**src/zx_ports_pkg.sv**
```systemverilog
package zx_ports_pkg;

	//////////////////////////////////////////////////
	// vector types
	//////////////////////////////////////////////////

	typedef logic [7:0]  byte_t;     // data bus byte, register value
	typedef logic [15:0] addr_t;     // full z80 i/o address
	typedef logic [7:0]  loaddr_t;   // low address byte, used for decode
	typedef logic [5:0]  border_t;   // border colour out
	typedef logic [5:0]  page_t;     // 1 MB page number
	typedef logic [1:0]  chan_idx_t; // soundrive channel

	localparam int N_DAC = 4;

	//////////////////////////////////////////////////
	// port addresses, low byte only
	//////////////////////////////////////////////////

	localparam loaddr_t PORT_FE     = 8'hFE; // ula: border, beeper, keyboard
	localparam loaddr_t PORT_FD     = 8'hFD; // #7FFD paging and AY
	localparam loaddr_t PORT_F7     = 8'hF7; // #EFF7 pentagon 1 MB
	localparam loaddr_t PORT_KJOY   = 8'h1F; // kempston joystick
	localparam loaddr_t PORT_KMOUSE = 8'hDF; // kempston mouse
	localparam loaddr_t PORT_COVOX1 = 8'hFB;
	localparam loaddr_t PORT_COVOX2 = 8'hDD;

	// soundrive channels
	localparam loaddr_t PORT_SD0 = 8'h0F;
	localparam loaddr_t PORT_SD1 = 8'h1F; // shares the joystick address
	localparam loaddr_t PORT_SD2 = 8'h4F;
	localparam loaddr_t PORT_SD3 = 8'h5F;

	//////////////////////////////////////////////////
	// register fields
	//////////////////////////////////////////////////

	// #7FFD
	localparam int P7_LOCK_BIT = 5; // 48k lock
	localparam int P7_ROM_BIT  = 4;

	// #EFF7
	localparam int E7_BLOCK1M_BIT = 2; // 1 = 1 MB paging off, lock enabled
	localparam int E7_RAM0_BIT    = 3; // ram page 0 at #0000

	// #FE
	localparam int FE_BEEP_BIT     = 4;
	localparam int FE_TAPE_OUT_BIT = 3;

	//////////////////////////////////////////////////
	// write strobes, one zclk each
	//////////////////////////////////////////////////

	typedef struct packed {
		logic      fe;       // #FE
		logic      p7ffd;    // #FD with a15 low
		logic      eff7;     // #F7 with a12 low, not shadow
		logic      covox;    // #FB or #DD
		logic      sdrv;     // any soundrive port, not shadow
		chan_idx_t sdrv_idx; // which soundrive port
		logic      spare;    // tied low
	} port_wr_t;

endpackage

```
**src/io_strobe.sv**
```systemverilog
`timescale 1ns/1ps

module io_strobe (
	input  logic zclk,
	input  logic rst_n,
	input  logic iorq_n,
	input  logic rd_n,
	input  logic wr_n,
	output logic port_wr,
	output logic port_rd
);

	logic iowr_now;
	logic iord_now;
	logic iowr_prev; // bus state seen on the previous edge
	logic iord_prev;

	assign iowr_now = ~(iorq_n | wr_n);
	assign iord_now = ~(iorq_n | rd_n);

	// pulse on the first edge a cycle is seen active
	always_ff @(posedge zclk or negedge rst_n)
	begin
		if (!rst_n)
		begin
			iowr_prev <= 1'b0;
			iord_prev <= 1'b0;
			port_wr   <= 1'b0;
			port_rd   <= 1'b0;
		end
		else
		begin
			iowr_prev <= iowr_now;
			iord_prev <= iord_now;
			port_wr   <= iowr_now & ~iowr_prev;
			port_rd   <= iord_now & ~iord_prev;
		end
	end

endmodule

```
**src/port_decode.sv**
```systemverilog
`timescale 1ns/1ps

module port_decode
	import zx_ports_pkg::*;
(
	input  addr_t    a,
	input  logic     dos,
	input  logic     iorq_n,
	input  logic     rd_n,
	input  logic     wr_n,
	input  logic     port_wr,
	output logic     porthit,
	output logic     external_port,
	output logic     ay_bc1,
	output logic     ay_bdir,
	output port_wr_t wr_stb
);

	loaddr_t   loa;
	logic      shadow;
	logic      sd_port;  // one of the four soundrive addresses
	chan_idx_t sd_idx;
	logic      pre_bc1;
	logic      pre_bdir;

	assign loa    = a[7:0];
	assign shadow = dos; // no #BF port, so dos alone

	//////////////////////////////////////////////////
	// hit and external flags
	//////////////////////////////////////////////////

	always_comb
	begin
		case (loa)
			PORT_FE, PORT_FD, PORT_KMOUSE, PORT_COVOX1, PORT_COVOX2:
				porthit = 1'b1;
			// #1F is joystick on read and soundrive 1 on write
			PORT_KJOY, PORT_F7, PORT_SD0, PORT_SD2, PORT_SD3:
				porthit = ~shadow;
			default:
				porthit = 1'b0;
		endcase
	end

	// #FFFD is served by the AY itself
	assign external_port = (loa == PORT_FD) && (a[15:14] == 2'b11);

	//////////////////////////////////////////////////
	// soundrive index
	//////////////////////////////////////////////////

	always_comb
	begin
		sd_port = 1'b1;
		sd_idx  = 2'd0;
		case (loa)
			PORT_SD0:
				sd_idx = 2'd0;
			PORT_SD1:
				sd_idx = 2'd1;
			PORT_SD2:
				sd_idx = 2'd2;
			PORT_SD3:
				sd_idx = 2'd3;
			default:
				sd_port = 1'b0;
		endcase
	end

	//////////////////////////////////////////////////
	// write strobes
	//////////////////////////////////////////////////

	assign wr_stb.fe       = port_wr && (loa == PORT_FE);
	assign wr_stb.p7ffd    = port_wr && (loa == PORT_FD) && !a[15];
	assign wr_stb.eff7     = port_wr && (loa == PORT_F7) && !a[12] && !shadow;
	assign wr_stb.covox    = port_wr && ((loa == PORT_COVOX1) || (loa == PORT_COVOX2));
	assign wr_stb.sdrv     = port_wr && sd_port && !shadow;
	assign wr_stb.sdrv_idx = sd_idx;
	assign wr_stb.spare    = 1'b0;

	//////////////////////////////////////////////////
	// AY select
	//////////////////////////////////////////////////

	// #FFFD address latch, #BFFD data
	always_comb
	begin
		pre_bc1  = 1'b0;
		pre_bdir = 1'b0;
		if (loa == PORT_FD)
		begin
			pre_bc1  = (a[15:14] == 2'b11);
			pre_bdir = a[15];
		end
	end

	assign ay_bc1  = pre_bc1 & ~iorq_n & (~rd_n | ~wr_n);
	assign ay_bdir = pre_bdir & ~iorq_n & ~wr_n;

endmodule

```
**src/mem_paging.sv**
```systemverilog
`timescale 1ns/1ps

module mem_paging
	import zx_ports_pkg::*;
(
	input  logic     zclk,
	input  logic     rst_n,
	input  byte_t    din,
	input  port_wr_t wr_stb,
	output byte_t    p7ffd,
	output byte_t    peff7,
	output page_t    pent1m_page,
	output logic     pent1m_1m_on,
	output logic     pent1m_ram0_0,
	output logic     pent1m_rom
);

	byte_t p7ffd_raw;
	byte_t peff7_raw;
	logic  block1m;   // pentagon 1 MB mode off
	logic  block7ffd; // #7FFD write protect

	assign block1m   = peff7_raw[E7_BLOCK1M_BIT];
	assign block7ffd = p7ffd_raw[P7_LOCK_BIT] & block1m;

	//////////////////////////////////////////////////
	// #7FFD
	//////////////////////////////////////////////////

	// 2..0 page, 3 screen, 4 rom, 5 lock, 7..6 high page
	always_ff @(posedge zclk or negedge rst_n)
	begin
		if (!rst_n)
			p7ffd_raw <= '0;
		else if (wr_stb.p7ffd && !block7ffd)
			p7ffd_raw <= din;
	end

	//////////////////////////////////////////////////
	// #EFF7
	//////////////////////////////////////////////////

	always_ff @(posedge zclk or negedge rst_n)
	begin
		if (!rst_n)
			peff7_raw <= '0;
		else if (wr_stb.eff7)
			peff7_raw <= din;
	end

	// high page bits hidden in 128k mode
	always_comb
	begin
		p7ffd = p7ffd_raw;
		peff7 = peff7_raw;
		if (block1m)
		begin
			p7ffd[7:5] = 3'b000;
			peff7[6]   = 1'b0;
			peff7[3:1] = 3'b000;
		end
	end

	//////////////////////////////////////////////////
	// pentagon 1 MB view, unmasked
	//////////////////////////////////////////////////

	assign pent1m_page   = {p7ffd_raw[7:5], p7ffd_raw[2:0]};
	assign pent1m_1m_on  = ~block1m;
	assign pent1m_ram0_0 = peff7_raw[E7_RAM0_BIT];
	assign pent1m_rom    = p7ffd_raw[P7_ROM_BIT];

endmodule

```
**src/dac_channel.sv**
```systemverilog
`timescale 1ns/1ps

module dac_channel
	import zx_ports_pkg::*;
#(
	parameter chan_idx_t CHAN = 2'd0
)
(
	input  logic     zclk,
	input  logic     rst_n,
	input  byte_t    din,
	input  port_wr_t wr_stb,
	output byte_t    sample
);

	logic  beep;
	logic  tape;
	byte_t beep_pat; // level pattern for a #FE write

	assign beep = din[FE_BEEP_BIT];
	assign tape = din[FE_TAPE_OUT_BIT];

	always_comb
	begin
		case (CHAN)
			2'd0, 2'd1:
				beep_pat = {8{beep}};
			2'd2:
				beep_pat = {beep, {7{tape}}}; // beeper over tape
			default:
				beep_pat = {8{tape}};
		endcase
	end

	always_ff @(posedge zclk or negedge rst_n)
	begin
		if (!rst_n)
			sample <= '0;
		else if (wr_stb.fe)
			sample <= beep_pat;
		else if (wr_stb.covox)
			sample <= din; // covox hits every channel
		else if (wr_stb.sdrv && (wr_stb.sdrv_idx == CHAN))
			sample <= din;
	end

endmodule

```
**src/ula_io.sv**
```systemverilog
`timescale 1ns/1ps

module ula_io
	import zx_ports_pkg::*;
(
	input  logic       zclk,
	input  logic       rst_n,
	input  byte_t      din,
	input  port_wr_t   wr_stb,
	input  addr_t      a,
	input  logic       dos,
	input  logic       iorq_n,
	input  logic       rd_n,
	input  logic       porthit,
	input  logic       external_port,
	input  logic [4:0] keys_in,
	input  logic       tape_read,
	input  logic [4:0] kj_in,
	input  byte_t      mus_in,
	output border_t    border,
	output byte_t      dout,
	output logic       dataout
);

	loaddr_t loa;

	assign loa = a[7:0];

	//////////////////////////////////////////////////
	// border
	//////////////////////////////////////////////////

	// 3-bit colour spread over the 6-bit output
	always_ff @(posedge zclk or negedge rst_n)
	begin
		if (!rst_n)
			border <= '0;
		else if (wr_stb.fe)
			border <= {din[1], 1'b0, din[2], 1'b0, din[0], 1'b0};
	end

	//////////////////////////////////////////////////
	// read data
	//////////////////////////////////////////////////

	always_comb
	begin
		case (loa)
			PORT_FE:
				dout = {1'b1, tape_read, 1'b0, keys_in};
			PORT_KJOY:
			begin
				if (dos)
					dout = 8'hFF; // fdc space in shadow mode
				else
					dout = {3'b000, kj_in};
			end
			PORT_KMOUSE:
				dout = mus_in;
			default:
				dout = 8'hFF; // includes #F7
		endcase
	end

	// drive the z80 bus only for our own ports
	assign dataout = porthit & ~iorq_n & ~rd_n & ~external_port;

endmodule

```
**src/zx_ports.sv**
```systemverilog
`timescale 1ns/1ps

module zx_ports
	import zx_ports_pkg::*;
(
	input  logic       zclk,
	input  logic       rst_n,
	input  addr_t      a,
	input  byte_t      din,
	input  logic       dos,
	input  logic       iorq_n,
	input  logic       rd_n,
	input  logic       wr_n,
	input  logic [4:0] keys_in,
	input  logic       tape_read,
	input  logic [4:0] kj_in,
	input  byte_t      mus_in,
	output byte_t      dout,
	output logic       dataout,
	output logic       porthit,
	output logic       ay_bc1,
	output logic       ay_bdir,
	output border_t    border,
	output byte_t      psd [N_DAC],
	output byte_t      p7ffd,
	output byte_t      peff7,
	output page_t      pent1m_page,
	output logic       pent1m_1m_on,
	output logic       pent1m_ram0_0,
	output logic       pent1m_rom
);

	logic     port_wr;
	logic     external_port;
	port_wr_t wr_stb;

	// port_rd left open, only writes change state
	io_strobe u_io_strobe (
		.zclk    (zclk),
		.rst_n   (rst_n),
		.iorq_n  (iorq_n),
		.rd_n    (rd_n),
		.wr_n    (wr_n),
		.port_wr (port_wr),
		.port_rd ()
	);

	port_decode u_port_decode (
		.a             (a),
		.dos           (dos),
		.iorq_n        (iorq_n),
		.rd_n          (rd_n),
		.wr_n          (wr_n),
		.port_wr       (port_wr),
		.porthit       (porthit),
		.external_port (external_port),
		.ay_bc1        (ay_bc1),
		.ay_bdir       (ay_bdir),
		.wr_stb        (wr_stb)
	);

	mem_paging u_mem_paging (
		.zclk          (zclk),
		.rst_n         (rst_n),
		.din           (din),
		.wr_stb        (wr_stb),
		.p7ffd         (p7ffd),
		.peff7         (peff7),
		.pent1m_page   (pent1m_page),
		.pent1m_1m_on  (pent1m_1m_on),
		.pent1m_ram0_0 (pent1m_ram0_0),
		.pent1m_rom    (pent1m_rom)
	);

	ula_io u_ula_io (
		.zclk          (zclk),
		.rst_n         (rst_n),
		.din           (din),
		.wr_stb        (wr_stb),
		.a             (a),
		.dos           (dos),
		.iorq_n        (iorq_n),
		.rd_n          (rd_n),
		.porthit       (porthit),
		.external_port (external_port),
		.keys_in       (keys_in),
		.tape_read     (tape_read),
		.kj_in         (kj_in),
		.mus_in        (mus_in),
		.border        (border),
		.dout          (dout),
		.dataout       (dataout)
	);

	// covox / soundrive channels
	for (genvar i = 0; i < N_DAC; i++)
	begin : g_dac
		dac_channel #(
			.CHAN (chan_idx_t'(i))
		) u_dac_channel (
			.zclk   (zclk),
			.rst_n  (rst_n),
			.din    (din),
			.wr_stb (wr_stb),
			.sample (psd[i])
		);
	end

endmodule

```
**config.mk**
```make
export PLATFORM = sky130hd
export DESIGN_NAME = zx_ports
export DESIGN_NICKNAME = d
export VERILOG_FILES = /design/src/zx_ports_pkg.sv /design/src/io_strobe.sv /design/src/port_decode.sv /design/src/mem_paging.sv /design/src/dac_channel.sv /design/src/ula_io.sv /design/src/zx_ports.sv
export SDC_FILE = /design/constraint.sdc
export NUM_CORES = 1
export LEC_CHECK = 0
export ABC_AREA = 1
export BUFFER_PORTS_ARGS = -buffer_cell sky130_fd_sc_hd__buf_2
export CAP_MARGIN = 10
export CORE_MARGIN = 1.5
export CORE_UTILIZATION = 50
export DETAILED_ROUTE_END_ITERATION = 7
export PLACE_DENSITY = 0.81
export RECOVER_POWER = 50
export SLEW_MARGIN = 20
export SYNTH_ARGS = -nofsm -noshare
export SYNTH_HDL_FRONTEND = slang
export SYNTH_HIERARCHICAL = 1
export SYNTH_SLANG_ARGS = --single-unit
```
**constraint.sdc**
```tcl
create_clock -name zclk -period 2.1 [get_ports zclk]
set_input_delay 0.21 -clock zclk [delete_from_list [all_inputs] [get_ports zclk]]
set_output_delay 0.21 -clock zclk [all_outputs]
set_load 0.02 [all_outputs]
```
==> run_results.csv <==
group,metric,value,unit
run_status,outcome,"complete, no violations",
timing,finClkSkew,0.00474,ns
place,gp_congestion,0.818,
critical_path,r2r_cells,7,
finish,register_area,1330,sq um
clock_tree,cts_root_buf,"clkbuf_8",
critical_path,r2r_slack,0.65,ns
yosys,syn_area,3280,sq um
global_route,antenna_found_initial,0,
floorplan,floorplan.initialDensity,0.516,
pwr,total_leakage_power,0.00227,uW
place,pre_cts_ws,0.350,ns
min_path,hp-class,"in2reg",
detailed_routing,wl_per_cell,12.6,microns
clock_tree,htreeDepth,2,
critical_path,critPathMaxFanout,6,
clock_tree,post_cts_buffers,0,
clock_tree,cts_tree,"built",
min_path,whs_endpoint,"u_io_strobe/port_wr$_DFF_PN0_",
timing,max_freq,0.627,GHz
global_route,overflow,0,
floorplan,die_w,84.0,microns
critical_path,cp-start-kind,"primary input",
finish,antennaDiodeCount,0,
floorplan,rows,29,
detailed_routing,drtIter0Drc,200,
critical_path,r2r_start,"u_io_strobe/port_wr$_DFF_PN0_",
timing,slew_headroom,0.133,
clock_tree,numCtsBuffers,5,
place,dpl.hpwl,5.96,mm
pwr,power_density,570,nW/um^2
clock_tree,clock_sinks,53,
timing,finalSetupTns,0,ns
floorplan,io-pin-count,124,
timing,maxSlewViolCount,0,
finish,syn2layout_area_growth,20.4,%
clock_tree,clk_pin_slew_worst_paths,0.09,ns
detailed_routing,first_pass_iters,4,
clock_tree,cts_resized,0,
global_route,grt_max_degree,54,
critical_path,cp_data_required_time,1.89,ns
timing,setup_viol,0,
detailed_routing,drt-total-wl,7.95,mm
yosys,postSynthCellCount,440,
critical_path,r2r_end,"g_dac[3].u_dac_channel/sample[2]$_DFFE_PN0P_",
detailed_routing,avgViaCountPerCell,5.00,
yosys,avgSynthCellArea,7.45,sq um
yosys,synth_warnings,6,
finish,drive_above_1_share,0.262,
min_path,hold_start,"wr_n",
detailed_routing,ant_nets,0,
timing,setup_ws,0.504,ns
detailed_routing,drc,0,
global_route,grt.total_usage,0.231,
detailed_routing,num_vias,3147,
clock_tree,clock_latency,0.30,ns
floorplan,core-area,6350,sq um
timing,rsz0062_at_grt,"no",
timing,worst_pin_slew,1.30,ns
global_route,grt_pass1_wl,13.2,mm
clock_tree,clock_path_buffers,2,
pwr,peakVddDrop,0.571,mV
finish,layout.nets,601,
critical_path,worst-setup-path-type,"in2out",
timing,hold_viol,0,
timing,period_minus_slack,1.60,ns
floorplan,dieArea,7050,sq um
critical_path,cp_data_arrival_time,1.39,ns
finish,multiInputGateArea,1590,sq um
run,max-cap-violations,0,
floorplan,fp.dieH,84.0,microns
timing,period_share,0.760,
min_path,holdPathStages,4,
critical_path,end_kind,"primary output",
clock_tree,cts_hold_buf,0,
place,port_buffers,114,
finish,fill_cells,576,
global_route,grt_pass1_vias,2930,
## stage by stage
| step | cells | area, sq um | hold WS (ns) | util | total power, uW |
|---|---|---|---|---|---|
| 2_1_floorplan | 442 | 3290 | -0.0856 | - | 1310 |
| 3_3_place_gp | 622 | 3860 | 0.361 | 0.608 | 1460 |
| 4_1_cts | 630 | 3990 | 0.0430 | 0.629 | 2270 |
| 6_report | 630 | 3950 | 0.160 | 0.622 | 2250 |
| 3_5_place_dp | 622 | 3860 | 0.372 | 0.608 | 1470 |
| 5_1_grt | 630 | 3950 | 0.159 | 0.622 | 2340 |
## critical path, stage by stage
cell and delay [ns]:
buf_2 0.13, nand2_1 0.09, nor2_1 0.14, nand2_1 0.11, nand2_1 0.08, nand2_1 0.05, nand3_1 0.10, inv_1 0.05
nor4_1 0.21, buf_2 0.21
## power by group
part           internal [uW]  switching (uW)
Combinational            107             233
Clock                    473             334
Sequential              1070            30.0
## layout by cell type (no fill, tap or decap), types with 7 or more instances in the layout
| cell | n |
|---|---|
| buf_4 | 7 |
| nor2_1 | 30 |
| o21ai_0 | 24 |
| buf_2 | 80 |
| inv_1 | 55 |
| clkbuf_1 | 34 |
| dfrtp_1 | 53 |
| nand2_2 | 10 |
| nand2_1 | 143 |
| nand3_1 | 56 |
## sequential cells by signal, indices dropped and copies added, names as in the netlist
name / count
g_dac.u_dac_channel/sample: 32
u_mem_paging/p7ffd_raw: 8
u_mem_paging/peff7_raw: 8
u_ula_io/border: 3
u_io_strobe/iowr_prev: 1
u_io_strobe/port_wr: 1
## routing by layer
layer  part of all wire  track usage  wire length (microns)
met1               0.41        0.290                   3280
met2               0.51        0.412                   4080
met3              0.059       0.0346                    468
met4              0.016       0.0686                    127
met5                  0            0                      0
## worst max-delay path by stage
stage                     startpoint                                           end  slack (ns)  cells past startpoint
final                           a[0]                                       dataout        0.50                     10
after global placement          a[0]  g_dac[3].u_dac_channel/sample[5]$_DFFE_PN0P_        0.40                      9
after detailed placement        a[0]  g_dac[3].u_dac_channel/sample[5]$_DFFE_PN0P_        0.35                      9
after floorplan                 a[6]  g_dac[3].u_dac_channel/sample[0]$_DFFE_PN0P_        0.27                     10
after global routing            a[2]                                       dataout        0.37                     10
after CTS                       a[6]                                       dataout        0.49                     10
## layout make-up
cell class	count	area share
well taps	77	0.0244
flip-flops and latches	53	0.336
multi-input cells	312	0.402
clock inverters	3	0.0165
clock buffers	5	0.0174
repair buffers	122	0.148
inverters	58	0.0552
Note: power is estimated with default switching activity, not from simulation.
